===== config.mk =====
export PLATFORM = sky130hd
export DESIGN_NAME = object_tracker_top
export DESIGN_NICKNAME = d
export VERILOG_FILES = /design/src/design/tracker_pkg.sv /design/src/design/ccd_capture.sv /design/src/design/coord_divider.sv /design/src/design/centroid_accumulator.sv /design/src/design/target_hold.sv /design/src/design/aim_control.sv /design/src/design/servo_pwm.sv /design/src/design/object_tracker_top.sv
export VERILOG_INCLUDE_DIRS = /design/src /design/src/include
export SDC_FILE = /design/constraint.sdc
export NUM_CORES = 1
export LEC_CHECK = 0
export BUFFER_PORTS_ARGS = -buffer_cell sky130_fd_sc_hd__buf_4
export CAP_MARGIN = 25
export CORE_UTILIZATION = 45
export DETAILED_ROUTE_END_ITERATION = 12
export SYNTH_ARGS = -nofsm -noshare
export SYNTH_HDL_FRONTEND = slang
export SYNTH_SLANG_ARGS = --single-unit

===== constraint.sdc =====
create_clock -name D5M_PIXLCLK -period 4.5 [get_ports D5M_PIXLCLK]
set_input_delay 0.45 -clock D5M_PIXLCLK [delete_from_list [all_inputs] [get_ports D5M_PIXLCLK]]
set_output_delay 0.45 -clock D5M_PIXLCLK [all_outputs]
set_load 0.005 [all_outputs]

===== src/include/tracker_consts.svh =====
// ====================================================================
// Object tracker constants
// Brightness threshold, frame counts, servo timing and home aim point
// ====================================================================

`ifndef TRACKER_CONSTS_SVH
`define TRACKER_CONSTS_SVH

// Pixel at or above this level belongs to the object
`define TRK_THRESHOLD      12'h800

// Fewest bright pixels for a usable centroid
`define TRK_MIN_PIXELS     4

// Frames ending without a centroid before the target is lost
`define TRK_MISS_FRAMES    2

// Consecutive centroids before firing
`define TRK_LOCK_FRAMES    3

// Servo PWM period and pulse width at coordinate zero
`define TRK_SERVO_PERIOD   1024
`define TRK_PAN_BASE       64
`define TRK_TILT_BASE      64

// Aim point with no target
`define TRK_HOME_X         320
`define TRK_HOME_Y         240

`endif


===== src/design/tracker_pkg.sv =====
// ====================================================================
// Object tracker types
// Pixel, coordinate, accumulator and servo widths, aim FSM states
// ====================================================================

package tracker_pkg;

    // Raw sensor sample
    typedef logic [11:0] pixel_t;

    // Column and row indices
    typedef logic [9:0]  coord_x_t;
    typedef logic [8:0]  coord_y_t;

    // Per-frame accumulators
    typedef logic [31:0] sum_t;
    typedef logic [19:0] count_t;

    typedef logic [15:0] frame_count_t;

    // Servo pulse width in clock cycles
    typedef logic [10:0] pulse_t;

    typedef enum logic [1:0] {
        SEARCH,
        TRACK,
        FIRE
    } aim_state_t;

endpackage


===== src/design/ccd_capture.sv =====
// ====================================================================
// Sensor capture
// Registers the D5M pins, arms on frame boundaries and counts
// columns, rows and captured frames
// ====================================================================

`timescale 1ns/1ps

module ccd_capture (
    input  logic                      D5M_PIXLCLK,
    input  logic                      reset,
    input  tracker_pkg::pixel_t       D5M_D,
    input  logic                      D5M_FVAL,
    input  logic                      D5M_LVAL,
    input  logic                      arm_start,
    input  logic                      arm_stop,
    output tracker_pkg::pixel_t       pixel,
    output logic                      pixel_valid,
    output tracker_pkg::coord_x_t     x_pos,
    output tracker_pkg::coord_y_t     y_pos,
    output logic                      frame_end,
    output tracker_pkg::frame_count_t frame_count
);

    import tracker_pkg::*;

    pixel_t d_reg;
    logic   fval_reg;
    logic   lval_reg;
    logic   fval_d;
    logic   lval_d;
    logic   run;
    logic   capturing;
    logic   fval_rise;
    logic   fval_fall;
    logic   capture_now;

    assign fval_rise = fval_reg && !fval_d;
    assign fval_fall = !fval_reg && fval_d;

    // Arm state changes only as a frame opens
    assign capture_now = fval_rise ? run : capturing;

    always_ff @(posedge D5M_PIXLCLK)
    begin
        d_reg <= D5M_D;
        pixel <= d_reg;
    end

    always_ff @(posedge D5M_PIXLCLK)
    begin
        if (reset)
        begin
            fval_reg    <= 1'b0;
            lval_reg    <= 1'b0;
            fval_d      <= 1'b0;
            lval_d      <= 1'b0;
            run         <= 1'b0;
            capturing   <= 1'b0;
            pixel_valid <= 1'b0;
            x_pos       <= '0;
            y_pos       <= '0;
            frame_end   <= 1'b0;
            frame_count <= '0;
        end
        else
        begin
            fval_reg <= D5M_FVAL;
            lval_reg <= D5M_LVAL;
            fval_d   <= fval_reg;
            lval_d   <= lval_reg;

            if (arm_start)
                run <= 1'b1;
            else if (arm_stop)
                run <= 1'b0;

            if (fval_rise)
                capturing <= run;

            pixel_valid <= capture_now && fval_reg && lval_reg;

            // Column restarts on the first pixel of each line
            if (fval_reg && lval_reg)
                x_pos <= lval_d ? x_pos + 1'b1 : '0;

            if (!fval_reg)
                y_pos <= '0;
            else if (lval_d && !lval_reg)
                y_pos <= y_pos + 1'b1;

            frame_end <= fval_fall && capturing;
            if (fval_fall && capturing)
                frame_count <= frame_count + 1'b1;
        end
    end

    a_valid_in_line: assert property (@(posedge D5M_PIXLCLK) disable iff (reset)
        pixel_valid |-> (lval_d && fval_d))
        else $error("pixel_valid outside an active line");

endmodule


===== src/design/coord_divider.sv =====
// ====================================================================
// Coordinate divider
// Restoring divider, one quotient bit per cycle, for sum / count
// ====================================================================

`timescale 1ns/1ps

module coord_divider #(
    parameter int QUOTIENT_BITS = 10
) (
    input  logic                     D5M_PIXLCLK,
    input  logic                     reset,
    input  logic                     start,
    input  tracker_pkg::sum_t        dividend,
    input  tracker_pkg::count_t      divisor,
    output logic [QUOTIENT_BITS-1:0] quotient,
    output logic                     done
);

    import tracker_pkg::*;

    localparam int STEP_W = $clog2(QUOTIENT_BITS + 1);

    sum_t              rem;
    sum_t              den;
    sum_t              cur_rem;
    sum_t              cur_den;
    logic [STEP_W-1:0] steps_left;
    logic              busy;
    logic              ge;

    // First bit is resolved in the start cycle itself
    assign cur_rem = start ? dividend : rem;
    assign cur_den = start ? (sum_t'(divisor) << (QUOTIENT_BITS - 1)) : den;
    assign ge      = cur_rem >= cur_den;

    always_ff @(posedge D5M_PIXLCLK)
    begin
        if (reset)
        begin
            busy       <= 1'b0;
            steps_left <= '0;
            done       <= 1'b0;
        end
        else
        begin
            done <= busy && (steps_left == STEP_W'(1));
            if (start)
            begin
                busy       <= 1'b1;
                steps_left <= STEP_W'(QUOTIENT_BITS - 1);
            end
            else if (busy)
            begin
                steps_left <= steps_left - 1'b1;
                if (steps_left == STEP_W'(1))
                    busy <= 1'b0;
            end
        end
    end

    always_ff @(posedge D5M_PIXLCLK)
    begin
        if (start || busy)
        begin
            rem      <= ge ? cur_rem - cur_den : cur_rem;
            den      <= cur_den >> 1;
            quotient <= {quotient[QUOTIENT_BITS-2:0], ge};
        end
    end

    a_no_overlap: assert property (@(posedge D5M_PIXLCLK) disable iff (reset)
        start |-> !busy)
        else $error("divider started while busy");

endmodule


===== src/design/centroid_accumulator.sv =====
// ====================================================================
// Centroid accumulator
// Sums the coordinates of bright pixels over a frame and divides
// by the pixel count to get the mean column and row
// ====================================================================

`timescale 1ns/1ps
`include "tracker_consts.svh"

module centroid_accumulator (
    input  logic                  D5M_PIXLCLK,
    input  logic                  reset,
    input  tracker_pkg::pixel_t   pixel,
    input  logic                  pixel_valid,
    input  tracker_pkg::coord_x_t x_pos,
    input  tracker_pkg::coord_y_t y_pos,
    input  logic                  frame_end,
    output tracker_pkg::coord_x_t centroid_x,
    output tracker_pkg::coord_y_t centroid_y,
    output logic                  centroid_valid
);

    import tracker_pkg::*;

    sum_t     sum_x;
    sum_t     sum_y;
    count_t   count;
    sum_t     snap_x;
    sum_t     snap_y;
    count_t   snap_count;
    logic     bright;
    logic     div_start;
    logic     x_done;
    logic     y_done;
    logic     y_ready;
    coord_x_t quot_x;
    coord_y_t quot_y;

    assign bright = pixel_valid && (pixel >= pixel_t'(`TRK_THRESHOLD));

    // ================================================================
    // Per-frame accumulation
    // ================================================================
    always_ff @(posedge D5M_PIXLCLK)
    begin
        if (reset)
        begin
            sum_x     <= '0;
            sum_y     <= '0;
            count     <= '0;
            div_start <= 1'b0;
        end
        else
        begin
            div_start <= frame_end && (count >= count_t'(`TRK_MIN_PIXELS));
            if (frame_end)
            begin
                sum_x <= '0;
                sum_y <= '0;
                count <= '0;
            end
            else if (bright)
            begin
                sum_x <= sum_x + sum_t'(x_pos);
                sum_y <= sum_y + sum_t'(y_pos);
                count <= count + 1'b1;
            end
        end
    end

    // Frame totals held for the dividers
    always_ff @(posedge D5M_PIXLCLK)
    begin
        if (frame_end)
        begin
            snap_x     <= sum_x;
            snap_y     <= sum_y;
            snap_count <= count;
        end
    end

    // ================================================================
    // Mean column and row
    // ================================================================
    coord_divider #(.QUOTIENT_BITS($bits(coord_x_t))) i_div_x (
        .D5M_PIXLCLK (D5M_PIXLCLK),
        .reset       (reset),
        .start       (div_start),
        .dividend    (snap_x),
        .divisor     (snap_count),
        .quotient    (quot_x),
        .done        (x_done)
    );

    coord_divider #(.QUOTIENT_BITS($bits(coord_y_t))) i_div_y (
        .D5M_PIXLCLK (D5M_PIXLCLK),
        .reset       (reset),
        .start       (div_start),
        .dividend    (snap_y),
        .divisor     (snap_count),
        .quotient    (quot_y),
        .done        (y_done)
    );

    // Row divider is shorter, so its result waits for the column
    always_ff @(posedge D5M_PIXLCLK)
    begin
        if (reset)
        begin
            y_ready        <= 1'b0;
            centroid_valid <= 1'b0;
        end
        else
        begin
            if (div_start)
                y_ready <= 1'b0;
            else if (y_done)
                y_ready <= 1'b1;
            centroid_valid <= x_done && (y_ready || y_done);
        end
    end

    always_ff @(posedge D5M_PIXLCLK)
    begin
        if (x_done)
        begin
            centroid_x <= quot_x;
            centroid_y <= quot_y;
        end
    end

endmodule


===== src/design/target_hold.sv =====
// ====================================================================
// Target hold
// Keeps the last centroid and drops on_screen after missed frames
// ====================================================================

`timescale 1ns/1ps
`include "tracker_consts.svh"

module target_hold (
    input  logic                  D5M_PIXLCLK,
    input  logic                  reset,
    input  tracker_pkg::coord_x_t centroid_x,
    input  tracker_pkg::coord_y_t centroid_y,
    input  logic                  centroid_valid,
    input  logic                  frame_end,
    output tracker_pkg::coord_x_t target_x,
    output tracker_pkg::coord_y_t target_y,
    output logic                  on_screen
);

    logic [3:0] miss_cnt;

    // Every frame end counts a miss until its centroid clears it
    always_ff @(posedge D5M_PIXLCLK)
    begin
        if (reset)
        begin
            on_screen <= 1'b0;
            miss_cnt  <= '0;
        end
        else if (centroid_valid)
        begin
            on_screen <= 1'b1;
            miss_cnt  <= '0;
        end
        else if (frame_end)
        begin
            if (miss_cnt < 4'(`TRK_MISS_FRAMES))
                miss_cnt <= miss_cnt + 1'b1;
            if (miss_cnt >= 4'(`TRK_MISS_FRAMES - 1))
                on_screen <= 1'b0;
        end
    end

    always_ff @(posedge D5M_PIXLCLK)
    begin
        if (centroid_valid)
        begin
            target_x <= centroid_x;
            target_y <= centroid_y;
        end
    end

endmodule


===== src/design/aim_control.sv =====
// ====================================================================
// Aim control
// Search, track and fire FSM, servo pulse widths from the aim point
// ====================================================================

`timescale 1ns/1ps
`include "tracker_consts.svh"

module aim_control (
    input  logic                  D5M_PIXLCLK,
    input  logic                  reset,
    input  tracker_pkg::coord_x_t target_x,
    input  tracker_pkg::coord_y_t target_y,
    input  logic                  on_screen,
    input  logic                  centroid_valid,
    input  logic                  frame_end,
    output tracker_pkg::pulse_t   pan_width,
    output tracker_pkg::pulse_t   tilt_width,
    output logic                  fire
);

    import tracker_pkg::*;

    aim_state_t state;
    aim_state_t state_next;
    logic [3:0] lock_cnt;
    logic       seen;
    coord_x_t   aim_x;
    coord_y_t   aim_y;

    always_comb
    begin
        state_next = state;
        case (state)
            SEARCH:
                if (on_screen)
                    state_next = TRACK;
            TRACK:
                if (!on_screen)
                    state_next = SEARCH;
                else if (lock_cnt >= 4'(`TRK_LOCK_FRAMES))
                    state_next = FIRE;
            FIRE:
                if (!on_screen)
                    state_next = SEARCH;
            default:
                state_next = SEARCH;
        endcase
    end

    assign aim_x = (state_next == SEARCH) ? coord_x_t'(`TRK_HOME_X) : target_x;
    assign aim_y = (state_next == SEARCH) ? coord_y_t'(`TRK_HOME_Y) : target_y;

    // Fire drops in the same cycle as on_screen
    assign fire  = (state_next == FIRE);

    always_ff @(posedge D5M_PIXLCLK)
    begin
        if (reset)
        begin
            state      <= SEARCH;
            lock_cnt   <= '0;
            seen       <= 1'b0;
            pan_width  <= pulse_t'(`TRK_PAN_BASE + `TRK_HOME_X);
            tilt_width <= pulse_t'(`TRK_TILT_BASE + `TRK_HOME_Y);
        end
        else
        begin
            state <= state_next;

            // A frame end with no centroid since the last one breaks the lock
            if (frame_end)
            begin
                seen <= 1'b0;
                if (!seen)
                    lock_cnt <= '0;
            end
            else if (centroid_valid)
            begin
                seen <= 1'b1;
                if (lock_cnt < 4'(`TRK_LOCK_FRAMES))
                    lock_cnt <= lock_cnt + 1'b1;
            end

            pan_width  <= pulse_t'(`TRK_PAN_BASE) + pulse_t'(aim_x);
            tilt_width <= pulse_t'(`TRK_TILT_BASE) + pulse_t'(aim_y);
        end
    end

    a_fire_on_target: assert property (@(posedge D5M_PIXLCLK) disable iff (reset)
        fire |-> on_screen)
        else $error("fire without a target on screen");

endmodule


===== src/design/servo_pwm.sv =====
// ====================================================================
// Servo PWM
// Fixed period, pulse width sampled at the start of each period
// ====================================================================

`timescale 1ns/1ps
`include "tracker_consts.svh"

module servo_pwm (
    input  logic                D5M_PIXLCLK,
    input  logic                reset,
    input  tracker_pkg::pulse_t width,
    output logic                pwm
);

    import tracker_pkg::*;

    localparam int PERIOD = `TRK_SERVO_PERIOD;
    localparam int CNT_W  = $clog2(PERIOD);

    logic [CNT_W-1:0] period_cnt;
    pulse_t           width_q;

    always_ff @(posedge D5M_PIXLCLK)
    begin
        if (reset)
        begin
            period_cnt <= '0;
            width_q    <= '0;
        end
        else if (period_cnt == CNT_W'(PERIOD - 1))
        begin
            period_cnt <= '0;
            width_q    <= width;
        end
        else
            period_cnt <= period_cnt + 1'b1;
    end

    // High for width_q cycles from the period start
    assign pwm = pulse_t'(period_cnt) < width_q;

endmodule


===== src/design/object_tracker_top.sv =====
// ====================================================================
// Object tracker top level
// Capture, centroid, target hold, aim FSM and two servo outputs
// ====================================================================

`timescale 1ns/1ps

module object_tracker_top (
    input  logic                      D5M_PIXLCLK,
    input  logic                      reset,
    input  tracker_pkg::pixel_t       D5M_D,
    input  logic                      D5M_FVAL,
    input  logic                      D5M_LVAL,
    input  logic                      arm_start,
    input  logic                      arm_stop,
    output tracker_pkg::frame_count_t frame_count,
    output tracker_pkg::coord_x_t     centroid_x,
    output tracker_pkg::coord_y_t     centroid_y,
    output logic                      centroid_valid,
    output logic                      on_screen,
    output logic                      fire,
    output logic                      pan_pwm,
    output logic                      tilt_pwm
);

    import tracker_pkg::*;

    pixel_t   pixel;
    logic     pixel_valid;
    coord_x_t x_pos;
    coord_y_t y_pos;
    logic     frame_end;
    coord_x_t target_x;
    coord_y_t target_y;
    pulse_t   pan_width;
    pulse_t   tilt_width;

    ccd_capture i_capture (
        .D5M_PIXLCLK (D5M_PIXLCLK),
        .reset       (reset),
        .D5M_D       (D5M_D),
        .D5M_FVAL    (D5M_FVAL),
        .D5M_LVAL    (D5M_LVAL),
        .arm_start   (arm_start),
        .arm_stop    (arm_stop),
        .pixel       (pixel),
        .pixel_valid (pixel_valid),
        .x_pos       (x_pos),
        .y_pos       (y_pos),
        .frame_end   (frame_end),
        .frame_count (frame_count)
    );

    centroid_accumulator i_centroid (
        .D5M_PIXLCLK    (D5M_PIXLCLK),
        .reset          (reset),
        .pixel          (pixel),
        .pixel_valid    (pixel_valid),
        .x_pos          (x_pos),
        .y_pos          (y_pos),
        .frame_end      (frame_end),
        .centroid_x     (centroid_x),
        .centroid_y     (centroid_y),
        .centroid_valid (centroid_valid)
    );

    target_hold i_hold (
        .D5M_PIXLCLK    (D5M_PIXLCLK),
        .reset          (reset),
        .centroid_x     (centroid_x),
        .centroid_y     (centroid_y),
        .centroid_valid (centroid_valid),
        .frame_end      (frame_end),
        .target_x       (target_x),
        .target_y       (target_y),
        .on_screen      (on_screen)
    );

    aim_control i_aim (
        .D5M_PIXLCLK    (D5M_PIXLCLK),
        .reset          (reset),
        .target_x       (target_x),
        .target_y       (target_y),
        .on_screen      (on_screen),
        .centroid_valid (centroid_valid),
        .frame_end      (frame_end),
        .pan_width      (pan_width),
        .tilt_width     (tilt_width),
        .fire           (fire)
    );

    servo_pwm pan_servo (
        .D5M_PIXLCLK (D5M_PIXLCLK),
        .reset       (reset),
        .width       (pan_width),
        .pwm         (pan_pwm)
    );

    servo_pwm tilt_servo (
        .D5M_PIXLCLK (D5M_PIXLCLK),
        .reset       (reset),
        .width       (tilt_width),
        .pwm         (tilt_pwm)
    );

endmodule


### Word level (Yosys, flattened, before mapping)

Index checks and enable logic that the tools add are counted.

| cells by class | value |
|---|---|
| eq/ne operators | 8 |
| muxes and demuxes | 34 |
| add/sub/neg operators | 16 |
| reductions and logical operators | 35 |
| magnitude comparators | 10 |
| bitwise gates (word level) | 1 |

Operators by type and width:

| operator | count |
|---|---|
| two-way mux 32 bit | 4 |
| >= comparator 32 x 31 -> 1 bit | 2 |
| subtractor 32 x 31 -> 32 bit | 2 |
| two-way mux 31 bit | 2 |
| adder 32 x 10 -> 32 bit | 1 |
| adder 32 x 9 -> 32 bit | 1 |
| two-way mux 4 bit | 8 |
| adder 10 x 1 -> 10 bit (second input constant) | 3 |
| < comparator 10 x 11 -> 1 bit | 2 |
| adder 20 x 1 -> 20 bit (second input constant) | 1 |
| == test 10 bit (second input constant) | 2 |
| >= comparator 20 x 3 -> 1 bit (second input constant) | 1 |
| two-way mux 10 bit | 2 |
| adder 16 x 1 -> 16 bit (second input constant) | 1 |
| >= comparator 12 bit (second input constant) | 1 |
| logical AND 1 bit | 12 |
| two-way mux 1 bit | 12 |
| nonzero test 2 bit | 6 |
| OR reduction 2 bit | 6 |
| adder 7 x 10 -> 11 bit (first input constant) | 1 |
| adder 7 x 9 -> 10 bit (first input constant) | 1 |
| adder 9 x 1 -> 9 bit (second input constant) | 1 |
| two-way mux 9 bit | 1 |
| adder 4 x 1 -> 4 bit (second input constant) | 2 |
| other kinds (16) | 29 |

| storage, ports and cells | value |
|---|---|
| register bits after elaboration | 509 |
| logic and storage cells | 155 |

### Depth between registers and ports, before layout

| depth | value |
|---|---|
| word-level depth | 7 |
| gate-level depth with buffers | 20 |

### Cells and area by module

From an unflattened synthesis, not the netlist that was laid out.

| unflattened totals | value |
|---|---|
| cells, all modules | 2262 |
| area total of the unflattened synthesis | 24523.5 sq um |

Modules (own cells, without submodules):

| module | times used | cells each | area each (sq um) | sequential area each (sq um) |
|---|---|---|---|---|
| centroid_accumulator | 1 | 672 | 7875.1 | 4834.6 |
| coord_divider at i_centroid.i_div_x | 1 | 509 | 5288.8 | 2222.1 |
| coord_divider at i_centroid.i_div_y | 1 | 490 | 5087.4 | 2162.1 |
| ccd_capture | 1 | 224 | 2297.2 | 1341.3 |
| servo_pwm | 2 | 116 | 1069.8 | 420.4 |
| aim_control | 1 | 92 | 1009.7 | 560.5 |
| target_hold | 1 | 43 | 825.8 | 670.6 |

### Worst setup path after synthesis

OpenSTA, ideal clock, no wires.

| path | value |
|---|---|
| kind | register -> register |
| start point | register i_centroid.div_start |
| end point | register i_centroid.i_div_y.rem[14], data pin |
| data required time | 4.240 ns |
| stages on the path, launching flop included | 18 |
| clock period less this slack | 4.253 ns |
| buffers on the path | 7 |
| arrival | 3.994 ns |
| setup time | 0.260 ns |
| slack | 0.247 ns |
| cells stage by stage | dfxtp_1 -> buf_2 -> buf_2 -> buf_1 -> buf_1 -> clkbuf_1 -> nand2_1 -> o21a_1 -> ha_1 -> clkbuf_1 -> a21o_1 -> a21oi_1 -> nor2_1 -> nor2_1 -> o31ai_2 -> a211oi_4 -> buf_4 -> mux2_2 |

| on the way | value |
|---|---|
| cells in the longest elaborated chain, start to end | 3 |
| elaborated cells on any way between the ends | 5 |
| classes of those cells | 1 x add/sub; 1 x order compare; 3 x mux |

RTL lines:

| item | RTL line | source |
|---|---|---|
| start: declaration | centroid_accumulator.sv:32 | `logic div_start;` |
| start signal: assignment | centroid_accumulator.sv:55 | `` div_start <= frame_end && (count >= count_t'(`TRK_MIN_PIXELS)); `` |
| two-way mux 32 bit or two-way mux 31 bit (tied branches) | coord_divider.sv:33, coord_divider.sv:34 |  |
| subtractor 32 x 31 -> 32 bit or >= comparator 32 x 31 -> 1 bit (tied branches) | coord_divider.sv:66, coord_divider.sv:35 |  |
| two-way mux 32 bit * | coord_divider.sv:66 | `rem <= ge ? cur_rem - cur_den : cur_rem;` |
| end signal: assignment | coord_divider.sv:66 |  |
| end: declaration | coord_divider.sv:24 | `sum_t rem;` |

Every way passes the cells marked *; elsewhere a longest branch is shown, timed or not.
A chain may end at the register's enable or synchronous reset.

### Worst setup path in the final report

| path | value |
|---|---|
| start point | register i_centroid.div_start |
| end point | register i_centroid.i_div_x.rem[5], data pin |

| on the way | value |
|---|---|
| cells in the longest elaborated chain, start to end | 3 |
| elaborated cells on any way between the ends | 5 |
| classes of those cells | 1 x add/sub; 1 x order compare; 3 x mux |

RTL lines:

| item | RTL line |
|---|---|
| two-way mux 32 bit or two-way mux 31 bit (tied branches) | coord_divider.sv:33, coord_divider.sv:34 |
| subtractor 32 x 31 -> 32 bit or >= comparator 32 x 31 -> 1 bit (tied branches) | coord_divider.sv:66, coord_divider.sv:35 |
| two-way mux 32 bit * | coord_divider.sv:66 |
| end signal: assignment | coord_divider.sv:66 |
| end: declaration | coord_divider.sv:24 |

Marked as above.

==> impl_results.md <==
* Status: finished clean
* Die area at 51460 um^2
* Final GP Congestion at between 0.8 and 0.9
* Clk buf depth at 3
* Area growth from synthesis to layout at 12.07%
* EDFF count, synth at 260
* Cell count of the worst hold path at 3
* Mapped Cells at around 2100
* Initial DRC Count at a little over 600
* Startpoint class of the critical path: flip-flop
* Port Buffers at 46
* End point of the worst hold path: i_capture.run
* Die Height at 226.9 um
* Mapped Area at around 23000 um^2
* Die width at between 200 and 250 um
* Async SR Flop Fraction at 0
* RR Startpoint: i_centroid.div_start
* Final setup TNS at 0 ps
* Critical Path, Cell by Cell: buf_4, mux2_2, ha_1, a21oi_1, nand2_1, o221ai_2, o211ai_2, a41o_1, a41oi_1, o221a_2, buf_12, mux2_1
* R2R depth at 12
* Unrepaired setup endpoints after global routing: no
* Mapped Nets at 2272
* Setup crit end kind: flip-flop
* Top post-synthesis cells by area: edfxtp_1 (34%), dfxtp_1 (19%), ha_1 (6.1%)
* Total Routing Usage GR at 0.1724
* Final setup margin at 323.3 ps
* Final setup vio count at 0
* Overflow after GRT at 0
* Antenna Nets Post-Route at 0
* Maximum vdd drop at roughly 0.00026 V
* Critical setup path kind: reg2reg
* Max Cap Viol at 0
* Area after DPL at between 20000 and 25000 um^2
* CTS clk-pin slew, worst paths at roughly 60 ps
* Core area at 49970 um^2
* Sequential Area at about 12000 um^2
* Setup Buffers After CTS at 0
* Routing usage on met1 at 0.2273
* Tcrit/Tclk final at 0.9281
* CTS tree: yes
* Nets@finish at around 2300
* Layout Skew at 26.11 ps
* Cts bufs inserted at 52
* Reg2reg end: i_centroid.i_div_x.rem[5]
* Fillcell total at between 4000 and 5000
* PD cells at around 340 nW/um^2
* Power Total at between 0.008 and 0.009 W
* Synth Area per Inst at 10.64 um^2
* Hold_sp: arm_start
* Initial Utilization at 0.4554
* Layout Cells excl Fill at just under 3000
* HP Class: in2reg
* Slowest stage cell, crit path: dfxtp_4
* Final Hold Vio Count at 0
* CP max stage delay at just under 700 ps
* H-tree depth at 2
* Site Rows at 82
* Root buffer cell: clkbuf_16
* Pleak at 9.495 nW
* Drt drc at 0
* Post-synth top area share at 0.3432
* DR vias at between 10000 and 15000
* Synth area leader: edfxtp_1
* Most Crowded Layer GR: met2
* Post-CTS Resized at 0
* WL/cell at 14.95 um
* Largest net degree at the start of global routing at 70
* Share of cells above drive strength 1 at 0.1091
* Reg2reg setup slack at between 300 and 400 ps
* Detailed Route WL at 43480 um
* Dpl cells at approximately 2800
* Max FO, Critical Path at 38
* FF+latch count, synth at roughly 480
* # IOs at between 50 and 60
* Final instance area at ~25000 um^2
* Pre-CTS setup slack at ~330 ps
* Final HPWL DP at around 30000 um
* Most instantiated cells after synthesis: edfxtp_1 (260), dfxtp_1 (218), nand2_1 (193), nor2_1 (189), inv_1 (147)
* Main synth FF type: edfxtp_1
* Skew-Pair Late Insertion Delay at 600 ps
* Arr. time, crit path at approximately 4500 ps
* YS warnings at 0
* Max Freq at approximately 240 MHz
* Initial antenna violation count at 0
* Sequential fraction of the synthesis area at 0.5350
* Slew Viols, Final at 0
* Worst Path Required at 4840 ps
* Most common cell in the netlist: edfxtp_1
* Global-route wire length before repair at 71820 um
* Max-slew headroom at 0.3648
* TritonRoute pass-1 iters at 5
* Multi-input gate area at approximately 9700 um^2
* Via density at between 5 and 6
* Clk sinks at between 400 and 500
* M3 GR Usage at 0.02527
* Vias in the first global route at ~15000
* Measured slew at the worst slew-check pin at 952.8 ps
* Synth cell types at 77
* Met2 global-route usage at 0.2884
* Fin crit period at between 4000 and 5000 ps
* Number of diodes at 0
[placed cells by master (no fill, tap or decap), types with 72 or more instances in the layout]
master,netlist,layout
xor2_1,94,94
nand2_1,193,193
o21ai_0,91,91
buf_4,1,72
ha_1,111,111
a21oi_1,104,104
nor2_1,189,189
edfxtp_1,260,260
dfxtp_1,218,216
inv_1,147,147
[worst max-delay path: cells and delay by family, from the launching register on]
kind                     cells  cell delay [ps]
AO/OA/AOI/OAI                6             1610
flip-flops                   1              680
multiplexers                 2              680
buffers and inverters        2              470
adder cells (fa/ha/maj)      1              330
AND/OR/NAND/NOR              1              110
[through the flow]
| step | util | hold slack [ps] |
|---|---|---|
| final | 0.5103 | 67.70 |
| after global routing | 0.5103 | 60.88 |
| after CTS | 0.5103 | 30.35 |
| after detailed placement | 0.4776 | 319.0 |
| after global placement | 0.4774 | 319.6 |
| after floorplan | - | 309.6 |
[cell families after synthesis]
group / Yosys count / synth area share
buf+inv: 223 / 0.03872
mux: 101 / 0.04779
fa+ha+maj: 115 / 0.06456
flops: 478 / 0.5350
xor+xnor: 165 / 0.06352
compound gates: 383 / 0.1090
simple gates: 674 / 0.1414
[layout make-up]
| class | count | area share |
|---|---|---|
| timing repair buffer | 76 | 0.02360 |
| inverter | 147 | 0.02164 |
| multi-input combinational | 1438 | 0.3805 |
| clock inverter | 19 | 0.005447 |
| sequential | 478 | 0.4777 |
| clock buffer | 79 | 0.05815 |
| tap | 672 | 0.03298 |
[where the power goes]
| group | switching (W) | leakage (nW) | internal [W] |
|---|---|---|---|
| combinational | 0.0000525 | 4.59 | 0.0000326 |
| clock | 0.00172 | 0.788 | 0.00229 |
| sequential | 0.0000124 | 4.12 | 0.00456 |
| total | 0.00178 | 9.49 | 0.00688 |
[metal layers]
layer | vias up | share of wire
li1 | 7617 | -
met1 | 6975 | 0.48
met2 | 187 | 0.46
met3 | 71 | 0.031
met4 | 0 | 0.023
met5 | - | 0
[timing repair]
action                     in CTS  in global routing
setup endpoints to repair       0                  0
hold endpoints to repair        1                  0
hold buffers                    1                  0
[worst max-delay path by stage]
stage	startpoint	endpoint	slack [ps]
global placement	i_centroid.div_start	i_centroid.i_div_x.rem[5]	430
detailed placement	i_centroid.div_start	i_centroid.i_div_x.rem[11]	330
finish	i_centroid.div_start	i_centroid.i_div_x.rem[5]	320
floorplan	i_centroid.div_start	i_centroid.i_div_y.rem[14]	250
global route	i_centroid.div_start	i_centroid.i_div_x.rem[17]	50
CTS	i_centroid.div_start	i_centroid.i_div_x.rem[5]	310
No activity file was read; power rests on OpenSTA's default activity.
